===== src/design/vec_types_pkg.sv =====
// Register file geometry and write-request types; SEW encoding 2'b11 is unused and never written.
`default_nettype none

package vec_types_pkg;

  localparam int VLENB     = 8;                    // Bytes per vector register.
  localparam int NUM_VREGS = 32;                   // Architectural vector registers.
  localparam int REG_IDX_W = $clog2(NUM_VREGS);    // Register index width.
  localparam int ELEM_W    = 32;                   // Widest element slot.

  typedef logic [7:0] byte_t;                      // One register byte.
  typedef byte_t [VLENB-1:0] vreg_t;               // Whole register, byte 0 lowest.
  typedef logic [REG_IDX_W-1:0] vreg_idx_t;        // Register number.
  typedef logic [ELEM_W-1:0] elem_t;               // Element slot, low SEW bits valid.

  // Element width of one write; both elements share it.
  typedef enum logic [1:0] {
    SEW_8  = 2'b00,                                // Two bytes written.
    SEW_16 = 2'b01,                                // Four bytes written.
    SEW_32 = 2'b10                                 // All eight bytes written.
  } sew_t;

  typedef struct packed {
    elem_t e1;                                     // Upper element of the span.
    elem_t e0;                                     // Lower element of the span.
  } elem_pair_t;

  // One pending register write, 71 bits.
  typedef struct packed {
    vreg_idx_t  vd;                                // Destination register.
    sew_t       sew;                               // Element width.
    elem_pair_t elems;                             // Zero-extended elements.
  } wb_req_t;

  // Keeps the low SEW bits of an element slot.
  function automatic elem_t sew_mask(sew_t s);
    elem_t m;
    case (s)
      SEW_8:   m = 32'h0000_00ff;                  // Byte elements.
      SEW_16:  m = 32'h0000_ffff;                  // Halfword elements.
      SEW_32:  m = 32'hffff_ffff;                  // Word elements.
      default: m = '0;                             // Unused code clears all.
    endcase
    return m;
  endfunction

  // Applies the SEW mask to both elements of a pair.
  function automatic elem_pair_t sew_trunc(elem_pair_t p, sew_t s);
    elem_pair_t t;
    t.e1 = p.e1 & sew_mask(s);                     // Upper element.
    t.e0 = p.e0 & sew_mask(s);                     // Lower element.
    return t;
  endfunction

endpackage

`default_nettype wire


===== src/design/valu_ops_pkg.sv =====
// ALU command and unit state types; only four logic/arith ops, no multiply or masking.
`default_nettype none

package valu_ops_pkg;
  import vec_types_pkg::*;

  // Element-wise operation of the vector ALU.
  typedef enum logic [1:0] {
    OP_ADD = 2'b00,                                // vd = vs1 + vs2.
    OP_SUB = 2'b01,                                // vd = vs1 - vs2.
    OP_AND = 2'b10,                                // vd = vs1 & vs2.
    OP_XOR = 2'b11                                 // vd = vs1 ^ vs2.
  } valu_op_t;

  // One ALU command as presented with its strobe.
  typedef struct packed {
    valu_op_t  op;                                 // Operation.
    vreg_idx_t vd;                                 // Destination register.
    vreg_idx_t vs1;                                // First source.
    vreg_idx_t vs2;                                // Second source.
    sew_t      sew;                                // Element width.
  } valu_cmd_t;

  // Peer unit FSM, shared by the ALU and load units.
  typedef enum logic {
    IDLE       = 1'b0,                             // Free, accepts a strobe.
    WAIT_GRANT = 1'b1                              // Result held for the write port.
  } unit_state_t;

endpackage

`default_nettype wire


===== src/design/vec_alu_unit.sv =====
// Operands read in the strobe cycle; only the low two elements of each source are used.
`timescale 1ns/1ps
`default_nettype none

module vec_alu_unit
  import vec_types_pkg::*;
  import valu_ops_pkg::*;
(
  input  logic      CLK,
  input  logic      nRST,
  input  logic      strobe,
  input  valu_cmd_t cmd,
  output vreg_idx_t vs1,
  output vreg_idx_t vs2,
  input  vreg_t     rs1_data,
  input  vreg_t     rs2_data,
  input  logic      gnt,
  output logic      req,
  output wb_req_t   wreq,
  output logic      busy
);

  unit_state_t state;                              // Unit FSM.
  elem_pair_t  res;                                // Results of this cycle's operands.
  logic        accept;                             // Strobe taken this cycle.

  // Picks element idx of width SEW from the low bytes, zero-extended.
  function automatic elem_t get_elem(vreg_t v, sew_t s, int unsigned idx);
    logic [8*VLENB-1:0] flat;
    elem_t              e;
    flat = v;
    e    = '0;
    case (s)
      SEW_8:   e[7:0]  = flat[idx*8 +: 8];         // Byte idx.
      SEW_16:  e[15:0] = flat[idx*16 +: 16];       // Halfword idx.
      SEW_32:  e       = flat[idx*32 +: 32];       // Word idx.
      default: e       = '0;
    endcase
    return e;
  endfunction

  // One element of the operation, wrapped to SEW by the mask.
  function automatic elem_t alu_op(valu_op_t op, elem_t a, elem_t b, sew_t s);
    elem_t r;
    case (op)
      OP_ADD:  r = a + b;
      OP_SUB:  r = a - b;                          // Borrow drops with the mask.
      OP_AND:  r = a & b;
      OP_XOR:  r = a ^ b;
      default: r = '0;
    endcase
    return r & sew_mask(s);
  endfunction

  assign vs1 = cmd.vs1;                            // Read ports follow the command.
  assign vs2 = cmd.vs2;

  always_comb begin
    res.e0 = alu_op(cmd.op, get_elem(rs1_data, cmd.sew, 0),
                    get_elem(rs2_data, cmd.sew, 0), cmd.sew);
    res.e1 = alu_op(cmd.op, get_elem(rs1_data, cmd.sew, 1),
                    get_elem(rs2_data, cmd.sew, 1), cmd.sew);
  end

  assign accept = strobe & (state == IDLE);        // Strobes while busy are lost.
  assign req    = (state == WAIT_GRANT);
  assign busy   = (state == WAIT_GRANT);

  // FSM. Grant in WAIT_GRANT frees the unit at the next edge.
  always_ff @(posedge CLK or negedge nRST) begin
    if (!nRST) begin
      state <= IDLE;
    end else if (accept) begin
      state <= WAIT_GRANT;
    end else if ((state == WAIT_GRANT) && gnt) begin
      state <= IDLE;
    end
  end

  // Result held until the write port takes it.
  always_ff @(posedge CLK) begin
    if (accept) begin
      wreq.vd    <= cmd.vd;
      wreq.sew   <= cmd.sew;
      wreq.elems <= res;
    end
  end

endmodule

`default_nettype wire


===== config.mk =====
export PLATFORM = sky130hd
export DESIGN_NAME = vec_alu_unit
export DESIGN_NICKNAME = d
export VERILOG_FILES = /design/src/design/vec_types_pkg.sv /design/src/design/valu_ops_pkg.sv /design/src/design/vec_alu_unit.sv
export SDC_FILE = /design/constraint.sdc
export NUM_CORES = 1
export LEC_CHECK = 0
export ABC_CLOCK_PERIOD_IN_PS = 5220
export BUFFER_PORTS_ARGS = -buffer_cell sky130_fd_sc_hd__buf_2
export CELL_PAD_IN_SITES_DETAIL_PLACEMENT = 1
export CELL_PAD_IN_SITES_GLOBAL_PLACEMENT = 1
export CORE_MARGIN = 1
export CORE_UTILIZATION = 40
export DETAILED_ROUTE_END_ITERATION = 8
export HOLD_SLACK_MARGIN = 0.1
export PLACE_DENSITY_LB_ADDON = 0.12
export SYNTH_ARGS = -nofsm -noshare
export SYNTH_HDL_FRONTEND = slang
export SYNTH_SLANG_ARGS = --single-unit

===== constraint.sdc =====
create_clock -name CLK -period 5.22 [get_ports CLK]
set_input_delay 0.522 -clock CLK [delete_from_list [all_inputs] [get_ports CLK]]
set_output_delay 0.522 -clock CLK [all_outputs]
set_load 0.005 [all_outputs]

==> results of run 1 <==
[layout by cell type (no fill, tap or decap), types with 8 or more instances in the layout]
cell,netlist,layout
nand2_1,98,98
a21oi_1,88,85
clkbuf_16,0,9
nand3_1,22,22
xnor2_1,68,68
nor2b_1,26,24
buf_4,11,121
o21a_1,8,8
o31ai_1,8,8
nor3_1,25,24
inv_1,49,49
a21o_1,24,24
and2_1,67,67
buf_2,1,211
nor3b_1,9,9
a222oi_1,14,14
xor2_1,30,30
a22oi_1,15,15
mux2i_1,50,50
nor2_1,132,129
mux2_2,11,11
o211a_1,16,16
a211oi_1,30,30
nand2b_1,17,17
o211ai_1,9,9
ha_1,129,127
edfxtp_1,71,71
o21ai_0,48,46
a31oi_1,20,20
[repair_timing]
| action | CTS | global route |
|---|---|---|
| buffers inserted | 0 | 2 |
| endpoints found under the hold margin | 1 | 0 |
| hold buffers | 1 | 0 |
| gates resized for setup | 0 | 9 |
| setup endpoints to repair | 0 | 8 |
[flip-flops by register name (all words and copies together), names as in the netlist]
name	count
wreq	71
busy	1
[power breakdown]
group / total (mW) / switching, mW / internal [mW]
registers: 0.714 / 0.0129 / 0.702
clock network: 0.664 / 0.292 / 0.372
logic: 1.35 / 0.770 / 0.581
total: 2.73 / 1.07 / 1.65
[final cells by class]
type / instances / area [sq um]
clock inverters: 5 / 57.56
flip-flops and latches: 72 / 2157
repair buffers: 334 / 1994
well taps: 330 / 412.9
clock buffers: 11 / 232.7
multi-input cells: 1079 / 7802
inverters: 50 / 187.7
fillers: 3178 / 12550
[cells by family (layout without fill, tap and decap cells)]
kind of cell | Yosys count | after routing
AOI/OAI and AO/OA | 339 | 339
DFF | 72 | 72
xor gates and xnor gates | 98 | 98
adders and majority gates | 131 | 131
and+or+nand+nor | 450 | 450
muxes | 61 | 61
buffers and inverters | 132 | 400
[path summary, 6_finish.rpt]
path                       startpoint  depth (start not counted)  slack (ps)  endpoint
min in group asynchronous        nRST                          2         450      busy
hold / removal                    gnt                          2         320      busy
setup reg to reg                 busy                          2        2970  wreq[39]
setup / recovery               cmd[1]                         26         320  wreq[63]
max in group asynchronous        nRST                          2        4690      busy
hold reg to reg                  busy                          1         570      busy
[through the flow]
stage / area (sq um) / power [mW] / hold slack [ps]
5_1_grt: 12840 / 2.888 / 327.5
2_1_floorplan: 10450 / 1.566 / 226.4
3_3_place_gp: 12510 / 2.026 / 297.4
6_report: 12840 / 2.729 / 317.4
3_5_place_dp: 12510 / 2.056 / 298.3
4_1_cts: 12810 / 2.728 / 316.2
[per-layer routing]
| metal | routed length (um) | global-route usage (%) |
|---|---|---|
| met5 | 0 | 0 |
| met4 | 1423 | 12.08 |
| met3 | 2022 | 4.088 |
| met2 | 18580 | 50.37 |
| met1 | 18050 | 38.16 |
[worst reg2reg max path: cells and delay by family (launching register included)]
family | cells | cell delay [ps]
buf+inv | 1 | 620
flops | 1 | 440
simple gates | 1 | 760
==> flow_metrics.env, run 1 <==
export IMPL_cp_data_required_time_ps=5340
export IMPL_dieWidth_um=163.6
export IMPL_crit_fanout=5
export IMPL_synth_top_family_by_area="compound AO/OA/AOI/OAI gates"
export IMPL_grt_use_total_pct=29.88
export IMPL_avgRoutedWirePerCell_um=21.31
export IMPL_first_pass_iters=5
export IMPL_worst_setup_path_start_kind="input port"
export IMPL_fmax_mhz=204.1
export IMPL_yosys_area_share_simple_pct=21.80
export IMPL_cts_max_level=3
export IMPL_avgSynthCellArea_sq_um=8.146
export IMPL_vias=10979
export IMPL_fin_ws_ps=319.8
export IMPL_syn_inst=1283
export IMPL_fin_worst_skew_ps=14.71
export IMPL_drt_iter0_drc=563
export IMPL_cpPeakStageDelay_ps=390
export IMPL_synth_most_common_cell="nor2_1"
export IMPL_min_period_over_period_pct=93.87
export IMPL_grt_pass1_wl_um=61180
export IMPL_drv_slew=0
export IMPL_hp_class="input port to flop"
export IMPL_drcViolationCount=0
export IMPL_clk_pin_slew_worst_paths_ps=70
export IMPL_max_cap_violations=0
export IMPL_cp_buffers_inverters=8
export IMPL_synth_compound_area_share_pct=22.33
export IMPL_hold_violations=0
export IMPL_critPathSlowestCell="a222oi_1"
export IMPL_crit_family="compound AO/OA/AOI/OAI gates"
export IMPL_worstPathArrival_ps=5020
export IMPL_core_area_sq_um=25400
export IMPL_ys_seq_area_share_pct=20.64
export IMPL_hpwl_um=32600
export IMPL_path_class="input port to flop"
export IMPL_ir_drop_mv=0.1569
export IMPL_syn_cell_area_sq_um=10450
export IMPL_overflow=0
export IMPL_initial_utilization_pct=41.15
export IMPL_pre_cts_slack_ps=-242.5
export IMPL_setup_viol=0
export IMPL_path_common_cell="buf_4"
export IMPL_yosysWarnings=0
export IMPL_detail_route_vias_per_cell=5.837
export IMPL_rsz0062_at_grt="true"
export IMPL_io_pins=234
export IMPL_synth_edf_count=71
export IMPL_max_slew_margin_pct=36.36
export IMPL_diodes=0
export IMPL_wirelength_um=40080
export IMPL_die_h_um=163.6
export IMPL_worstMarginPinSlew_ps=952.5
export IMPL_grt_pass1_vias=11049
export IMPL_cts_tree="done"
export IMPL_ys_ff_latch=72
export IMPL_nets=1828
export IMPL_drive_gt1_share_pct=25.21
export IMPL_total_leakage_power_nw=6.286
export IMPL_dieArea_sq_um=26780
export IMPL_place_congestion=0.9820
export IMPL_post_route_util_pct=50.57
export IMPL_syn_to_final_growth_pct=22.90
export IMPL_ys_top_cells_by_count="nor2_1 (132), ha_1 (129), nand2_1 (98), a21oi_1 (88), edfxtp_1 (71)"
export IMPL_place_inst=1862
export IMPL_fin_tns_setup_ps=0
export IMPL_yosysTopAreaCellShare_pct=20.40
export IMPL_port_buffer_count=213
export IMPL_synth_xor_area_share_pct=8.213
export IMPL_synthArstFlopShare_pct=1.389
export IMPL_synth_cell_types=80
export IMPL_ys_flop_type="edfxtp_1"
export IMPL_root_buffer="clkbuf_16"
export IMPL_status="finished, final reports clean"
export IMPL_clk_latency_ps=360
export IMPL_cts_max_path_buffers=2
export IMPL_cellPowerDensity_nw_per_um2=212.4
export IMPL_grt_max_degree=89
export IMPL_numCtsBuffers=9
export IMPL_synthTopCellsByArea="edfxtp_1 (20%), ha_1 (15%), xnor2_1 (5.7%), mux2i_1 (4.8%), nor2_1 (4.7%)"
export IMPL_syn_nets=1565
export IMPL_period_needed_ps=4900
export IMPL_synth_fa_ha_area_share_pct=15.83
export IMPL_antenna_found_initial=0
export IMPL_yosysTopAreaCell="edfxtp_1"
export IMPL_final_cells=1881
export IMPL_end_kind="flop"
export IMPL_muxShareOfSynthArea_pct=5.974
export IMPL_cts_sinks=72
export IMPL_final_antenna_net_count=0
export IMPL_std_cell_rows=58
No activity file was read; power rests on OpenSTA's default activity.
==> run 2, diff against run 1 <==
--- a/config.mk
+++ b/config.mk
@@ -5,6 +5,7 @@
 export SDC_FILE = /design/constraint.sdc
 export NUM_CORES = 1
 export LEC_CHECK = 0
+export ABC_AREA = 1
 export ABC_CLOCK_PERIOD_IN_PS = 5220
 export BUFFER_PORTS_ARGS = -buffer_cell sky130_fd_sc_hd__buf_2
 export CELL_PAD_IN_SITES_DETAIL_PLACEMENT = 1
==> run 2 against run 1 <==
Against the previous run: clock skew decreased by 5.7 ps; synthesized area increased by 11%; synthesized cell count increased by 42%.
==> flow_metrics.env, run 2 <==
export IMPL_drcViolationCount=0
export IMPL_overflow=0
export IMPL_cts_sinks=72
export IMPL_worst_setup_path_start_kind="input port"
export IMPL_ir_drop_mv=0.1476
export IMPL_final_cell_mix="nand2_1 (472), inv_1 (314), buf_2 (213), nor2_1 (173), ha_1 (128)"
export IMPL_first_pass_iters=5
export IMPL_nets=2280
export IMPL_io_pins=234
export IMPL_crit_fanout=16
export IMPL_root_buffer="clkbuf_16"
export IMPL_rrSetupSlack_ps=3430
export IMPL_r2r_start="busy"
export IMPL_syn_inst=1818
export IMPL_total_leakage_power_nw=7.905
export IMPL_cpPeakStageDelay_ps=420
export IMPL_port_buffer_count=213
export IMPL_hp_class="input port to flop"
export IMPL_grt_pass1_wl_um=74690
export IMPL_hold_violations=0
export IMPL_initial_utilization_pct=40.65
export IMPL_worstPathArrival_ps=4620
export IMPL_dieArea_sq_um=29780
export IMPL_cp_buffers_inverters=3
export IMPL_yosysTopAreaCellShare_pct=18.32
export IMPL_synth_edf_count=71
export IMPL_max_slew_margin_pct=32.64
export IMPL_critPathSlowestCell="ha_1"
export IMPL_syn_nets=2100
export IMPL_dieWidth_um=172.6
export IMPL_synth_cell_types=54
export IMPL_post_route_util_pct=46.50
export IMPL_ys_flop_type="edfxtp_1"
export IMPL_status="finished, final reports clean"
export IMPL_avgRoutedWirePerCell_um=20.45
export IMPL_die_h_um=172.6
export IMPL_final_antenna_net_count=0
export IMPL_drive_gt1_share_pct=17.32
export IMPL_wirelength_um=48820
export IMPL_synth_most_common_cell="nand2_1"
export IMPL_fin_worst_skew_ps=9.046
export IMPL_holdPathStages=1
export IMPL_fin_hold_ws_ps=334.6
export IMPL_path_common_cell="nand2_1"
export IMPL_place_inst=2370
export IMPL_period_needed_ps=4507
export IMPL_fin_tns_setup_ps=0
export IMPL_crit_family="simple AND/OR/NAND/NOR gates"
export IMPL_avgSynthCellArea_sq_um=6.401
export IMPL_grt_max_degree=72
export IMPL_diodes=0
export IMPL_r2r_end="wreq[65]"
export IMPL_clk_latency_ps=370
export IMPL_final_cells=2387
export IMPL_max_cap_violations=0
export IMPL_end_kind="flop"
export IMPL_place_congestion=0.9780
export IMPL_drv_slew=0
export IMPL_ys_ff_latch=72
export IMPL_clk_pin_slew_worst_paths_ps=60
export IMPL_hpwl_um=40560
export IMPL_worstMarginPinSlew_ps=1010
export IMPL_yosysTopAreaCell="edfxtp_1"
export IMPL_syn_to_final_growth_pct=14.39
export IMPL_std_cell_rows=62
export IMPL_detail_route_vias_per_cell=5.439
export IMPL_min_period_over_period_pct=86.35
export IMPL_grt_pass1_vias=12957
export IMPL_core_area_sq_um=28630
export IMPL_worstHoldEndpoint="wreq[67]"
export IMPL_antenna_found_initial=1
export IMPL_cts_tree="done"
export IMPL_final_area_sq_um=13310
export IMPL_path_class="input port to flop"
export IMPL_cts_max_path_buffers=2
export IMPL_final_common_cell="nand2_1"
export IMPL_synthArstFlopShare_pct=1.389
export IMPL_grt_use_total_pct=32.48
export IMPL_worstRegToRegCells=4
export IMPL_largest_register_ffs=71
export IMPL_min_from="cmd[13]"
export IMPL_place_area_sq_um=13010
export IMPL_ys_seq_area_share_pct=18.54
export IMPL_cts_resized=0
export IMPL_setup_viol=0
export IMPL_yosysWarnings=0
export IMPL_rsz0062_at_grt="false"
export IMPL_regMostFlops="wreq"
export IMPL_vias=12983
export IMPL_syn_cell_area_sq_um=11640
export IMPL_drt_iter0_drc=1038
export IMPL_fmax_mhz=221.9
export IMPL_cts_max_level=3
export IMPL_synthTopCellsByArea="edfxtp_1 (18%), nand2_1 (15%), ha_1 (14%), inv_1 (10%), nor2_1 (5.6%)"
export IMPL_cp_data_required_time_ps=5330
export IMPL_ys_top_cells_by_count="nand2_1 (473), inv_1 (315), nor2_1 (174), ha_1 (129), a21oi_1 (107)"
export IMPL_cellPowerDensity_nw_per_um2=205.5
export IMPL_numCtsBuffers=9
==> run 2: logic make-up (layout without fill, tap and decap cells) <==
| group | after synthesis | in the layout | synth area share, % |
|---|---|---|---|
| AOI/OAI and AO/OA | 313 | 313 | 17.32 |
| buffers and inverters | 395 | 580 | 13.77 |
| DFF | 72 | 72 | 18.54 |
| xor gates and xnor gates | 78 | 78 | 5.870 |
| adders and majority gates | 131 | 131 | 14.21 |
| and+or+nand+nor | 829 | 829 | 30.29 |
==> run 2: worst register-to-register path, delay by kind of cell, from the launching register on <==
family / cells / cell delay [ps]
flops: 1 / 400
simple gates: 1 / 80
buf+inv: 3 / 880
==> run 2: worst max-delay path by stage <==
stage / endpoint / startpoint / cells past startpoint
floorplan: wreq[53] / cmd[0] / 26
finish: wreq[63] / cmd[0] / 25
global route: wreq[63] / cmd[0] / 25
detailed placement: wreq[53] / cmd[0] / 26
CTS: wreq[53] / cmd[0] / 26
global placement: wreq[49] / cmd[0] / 21
==> run 2: repair_timing <==
action	in CTS	in global routing
setup buffers	0	0
endpoints found under the hold margin	1	0
hold buffers	1	0
==> run 2: per-stage QoR <==
| stage | setup WS, ps | power, mW |
|---|---|---|
| floorplan | 1566 | 1.616 |
| global placement | 473.1 | 2.045 |
| detailed placement | 466.2 | 2.072 |
| CTS | 848.1 | 2.736 |
| global route | 361.7 | 2.911 |
| finish | 712.6 | 2.735 |
==> run 2: metal layers <==
layer | track usage [%] | vias up | part of all wire [%]
li1 | - | 6286 | -
met4 | 8.408 | 2 | 2.1
met5 | 0 | - | 0.018
met3 | 7.278 | 62 | 8.4
met2 | 49.92 | 527 | 43
met1 | 45.57 | 6106 | 47
==> run 2: final cells by class <==
class	count	area, sq um
fill	3958	15310
multi-input combinational	1351	7895
clock inverter	6	60.06
clock buffer	10	229.0
inverter	331	1246
timing repair buffer	233	1244
sequential	72	2157
tap	384	480.5
==> run 2: power by group <==
part           internal (mW)  switching [mW]  total [mW]
clock                  0.367           0.282       0.649
combinational          0.458           0.905        1.36
sequential             0.709          0.0135       0.723
==> run 3, diff against run 2 <==
--- a/config.mk
+++ b/config.mk
@@ -5,11 +5,11 @@
 export SDC_FILE = /design/constraint.sdc
 export NUM_CORES = 1
 export LEC_CHECK = 0
-export ABC_AREA = 1
 export ABC_CLOCK_PERIOD_IN_PS = 5220
 export BUFFER_PORTS_ARGS = -buffer_cell sky130_fd_sc_hd__buf_2
 export CELL_PAD_IN_SITES_DETAIL_PLACEMENT = 1
 export CELL_PAD_IN_SITES_GLOBAL_PLACEMENT = 1
+export CORE_ASPECT_RATIO = 1.75
 export CORE_MARGIN = 1
 export CORE_UTILIZATION = 40
 export DETAILED_ROUTE_END_ITERATION = 8
==> run 3 against run 2 <==
Against the previous run: register-to-register slack worse by 520 ps; worst hold slack worse by 22 ps; clock-buffer cell count shrank 1; first-iteration DRC count down 47%; critical endpoint is now wreq[59]; global-route usage down 1.5 points; final area decreased by 3.8%; highest routed layer unchanged; worst setup slack worse by 500 ps; maximum frequency fell by 10%; clock power grew 4.5%; routed wire length decreased by 17%.
==> flow_metrics.env, run 3 (synthesized netlist as in run 1, its figures left out) <==
export IMPL_root_buffer="clkbuf_16"
export IMPL_drcViolationCount=0
export IMPL_first_pass_iters=5
export IMPL_max_cap_violations=0
export IMPL_wirelength_um=40440
export IMPL_grt_use_total_pct=31.01
export IMPL_dieWidth_um=124.2
export IMPL_max_slew_margin_pct=29.14
export IMPL_end_kind="flop"
export IMPL_cellPowerDensity_nw_per_um2=214.0
export IMPL_power_mw=2.739
export IMPL_drt_iter0_drc=552
export IMPL_numCtsBuffers=9
export IMPL_drv_slew=0
export IMPL_grt_pass1_wl_um=61710
export IMPL_cp_data_required_time_ps=5360
export IMPL_antenna_found_initial=1
export IMPL_min_from="gnt"
export IMPL_hpwl_um=32880
export IMPL_nets=1821
export IMPL_regMostFlops="wreq"
export IMPL_hp_class="input port to flop"
export IMPL_pre_cts_slack_ps=-372.6
export IMPL_grt_pass1_vias=11707
export IMPL_largest_register_ffs=71
export IMPL_clk_pin_slew_worst_paths_ps=70
export IMPL_cts_max_path_buffers=2
export IMPL_r2r_start="busy"
export IMPL_hold_violations=0
export IMPL_startpoint="cmd[0]"
export IMPL_critPathSlowestCell="a222oi_1"
export IMPL_cts_sinks=72
export IMPL_worst_setup_path_start_kind="input port"
export IMPL_total_leakage_power_nw=6.246
export IMPL_place_area_sq_um=12400
export IMPL_final_common_cell="buf_2"
export IMPL_period_needed_ps=5008
export IMPL_cpPeakStageDelay_ps=440
export IMPL_io_pins=234
export IMPL_min_period_over_period_pct=95.94
export IMPL_crit_family="compound AO/OA/AOI/OAI gates"
export IMPL_ir_drop_mv=0.1924
export IMPL_detail_route_vias_per_cell=5.883
export IMPL_grt_max_degree=86
export IMPL_path_common_cell="buf_4"
export IMPL_final_antenna_net_count=0
export IMPL_fin_hold_ws_ps=312.3
export IMPL_initial_utilization_pct=41.09
export IMPL_fin_ws_ps=212.1
export IMPL_place_congestion=0.9479
export IMPL_fmax_mhz=199.7
export IMPL_clk_latency_ps=380
export IMPL_cts_max_level=3
export IMPL_overflow=0
export IMPL_diodes=0
export IMPL_fin_worst_skew_ps=7.727
export IMPL_worstMarginPinSlew_ps=1061
export IMPL_path_class="input port to flop"
export IMPL_std_cell_rows=77
export IMPL_core_area_sq_um=25430
export IMPL_dieArea_sq_um=26800
export IMPL_post_route_util_pct=50.33
export IMPL_cp_buffers_inverters=6
export IMPL_port_buffer_count=213
export IMPL_syn_to_final_growth_pct=22.50
export IMPL_setup_viol=0
export IMPL_crit_fanout=5
export IMPL_die_h_um=215.8
export IMPL_final_area_sq_um=12800
export IMPL_cts_tree="done"
export IMPL_vias=10942
export IMPL_final_cell_mix="buf_2 (211), nor2_1 (130), ha_1 (127), buf_4 (114), nand2_1 (98)"
export IMPL_rsz0062_at_grt="true"
export IMPL_status="finished, final reports clean"
export IMPL_worstPathArrival_ps=5150
export IMPL_avgRoutedWirePerCell_um=21.74
export IMPL_drive_gt1_share_pct=25.06
run 3: where the power goes:
part           switching (mW)  leakage, nW  internal (mW)  total (mW)
Sequential             0.0131        0.690          0.702       0.715
Combinational           0.774         5.42          0.573        1.35
Clock                   0.304        0.139          0.374       0.678
Total                    1.09         6.25           1.65        2.74
run 3: final cells by class:
cell class	count	area, sq um
Sequential cell	72	2157
Clock buffer	9	225.2
Tap cell	316	395.4
Clock inverter	7	78.83
Multi-Input combinational cell	1079	7816
Inverter	50	187.7
Fill cell	3223	12630
Timing Repair Buffer	327	1942
run 3: repair_timing:
action,4_1_cts,5_1_grt
hold buffers,1,0
gates resized for setup,0,12
endpoints found under the hold margin,1,0
setup buffers,0,6
endpoints found under the setup margin,0,9
run 3: path summary, 6_finish.rpt:
path | to | slack, ps | cells past startpoint
max in group asynchronous | busy | 4690 | 2
setup reg to reg | wreq[3] | 2910 | 2
hold reg to reg | busy | 580 | 1
setup / recovery | wreq[59] | 210 | 26
hold / removal | busy | 310 | 2
min in group asynchronous | busy | 450 | 2
run 3: layer usage:
metal / share of wire, % / track usage [%] / up-vias / wire (um)
met5: 0.030 / 0 / - / 12
met4: 7.0 / 22.06 / 2 / 2841
met3: 4.6 / 4.863 / 119 / 1858
met2: 52 / 56.94 / 356 / 21200
met1: 36 / 30.43 / 5266 / 14530
li1: - / - / 5199 / -
run 3: through the flow:
step           TNS (ps)  cells
5_1_grt          -183.9   1860
3_5_place_dp      -1661   1837
3_3_place_gp     -377.6   1837
6_report              0   1860
4_1_cts               0   1854
2_1_floorplan         0   1283
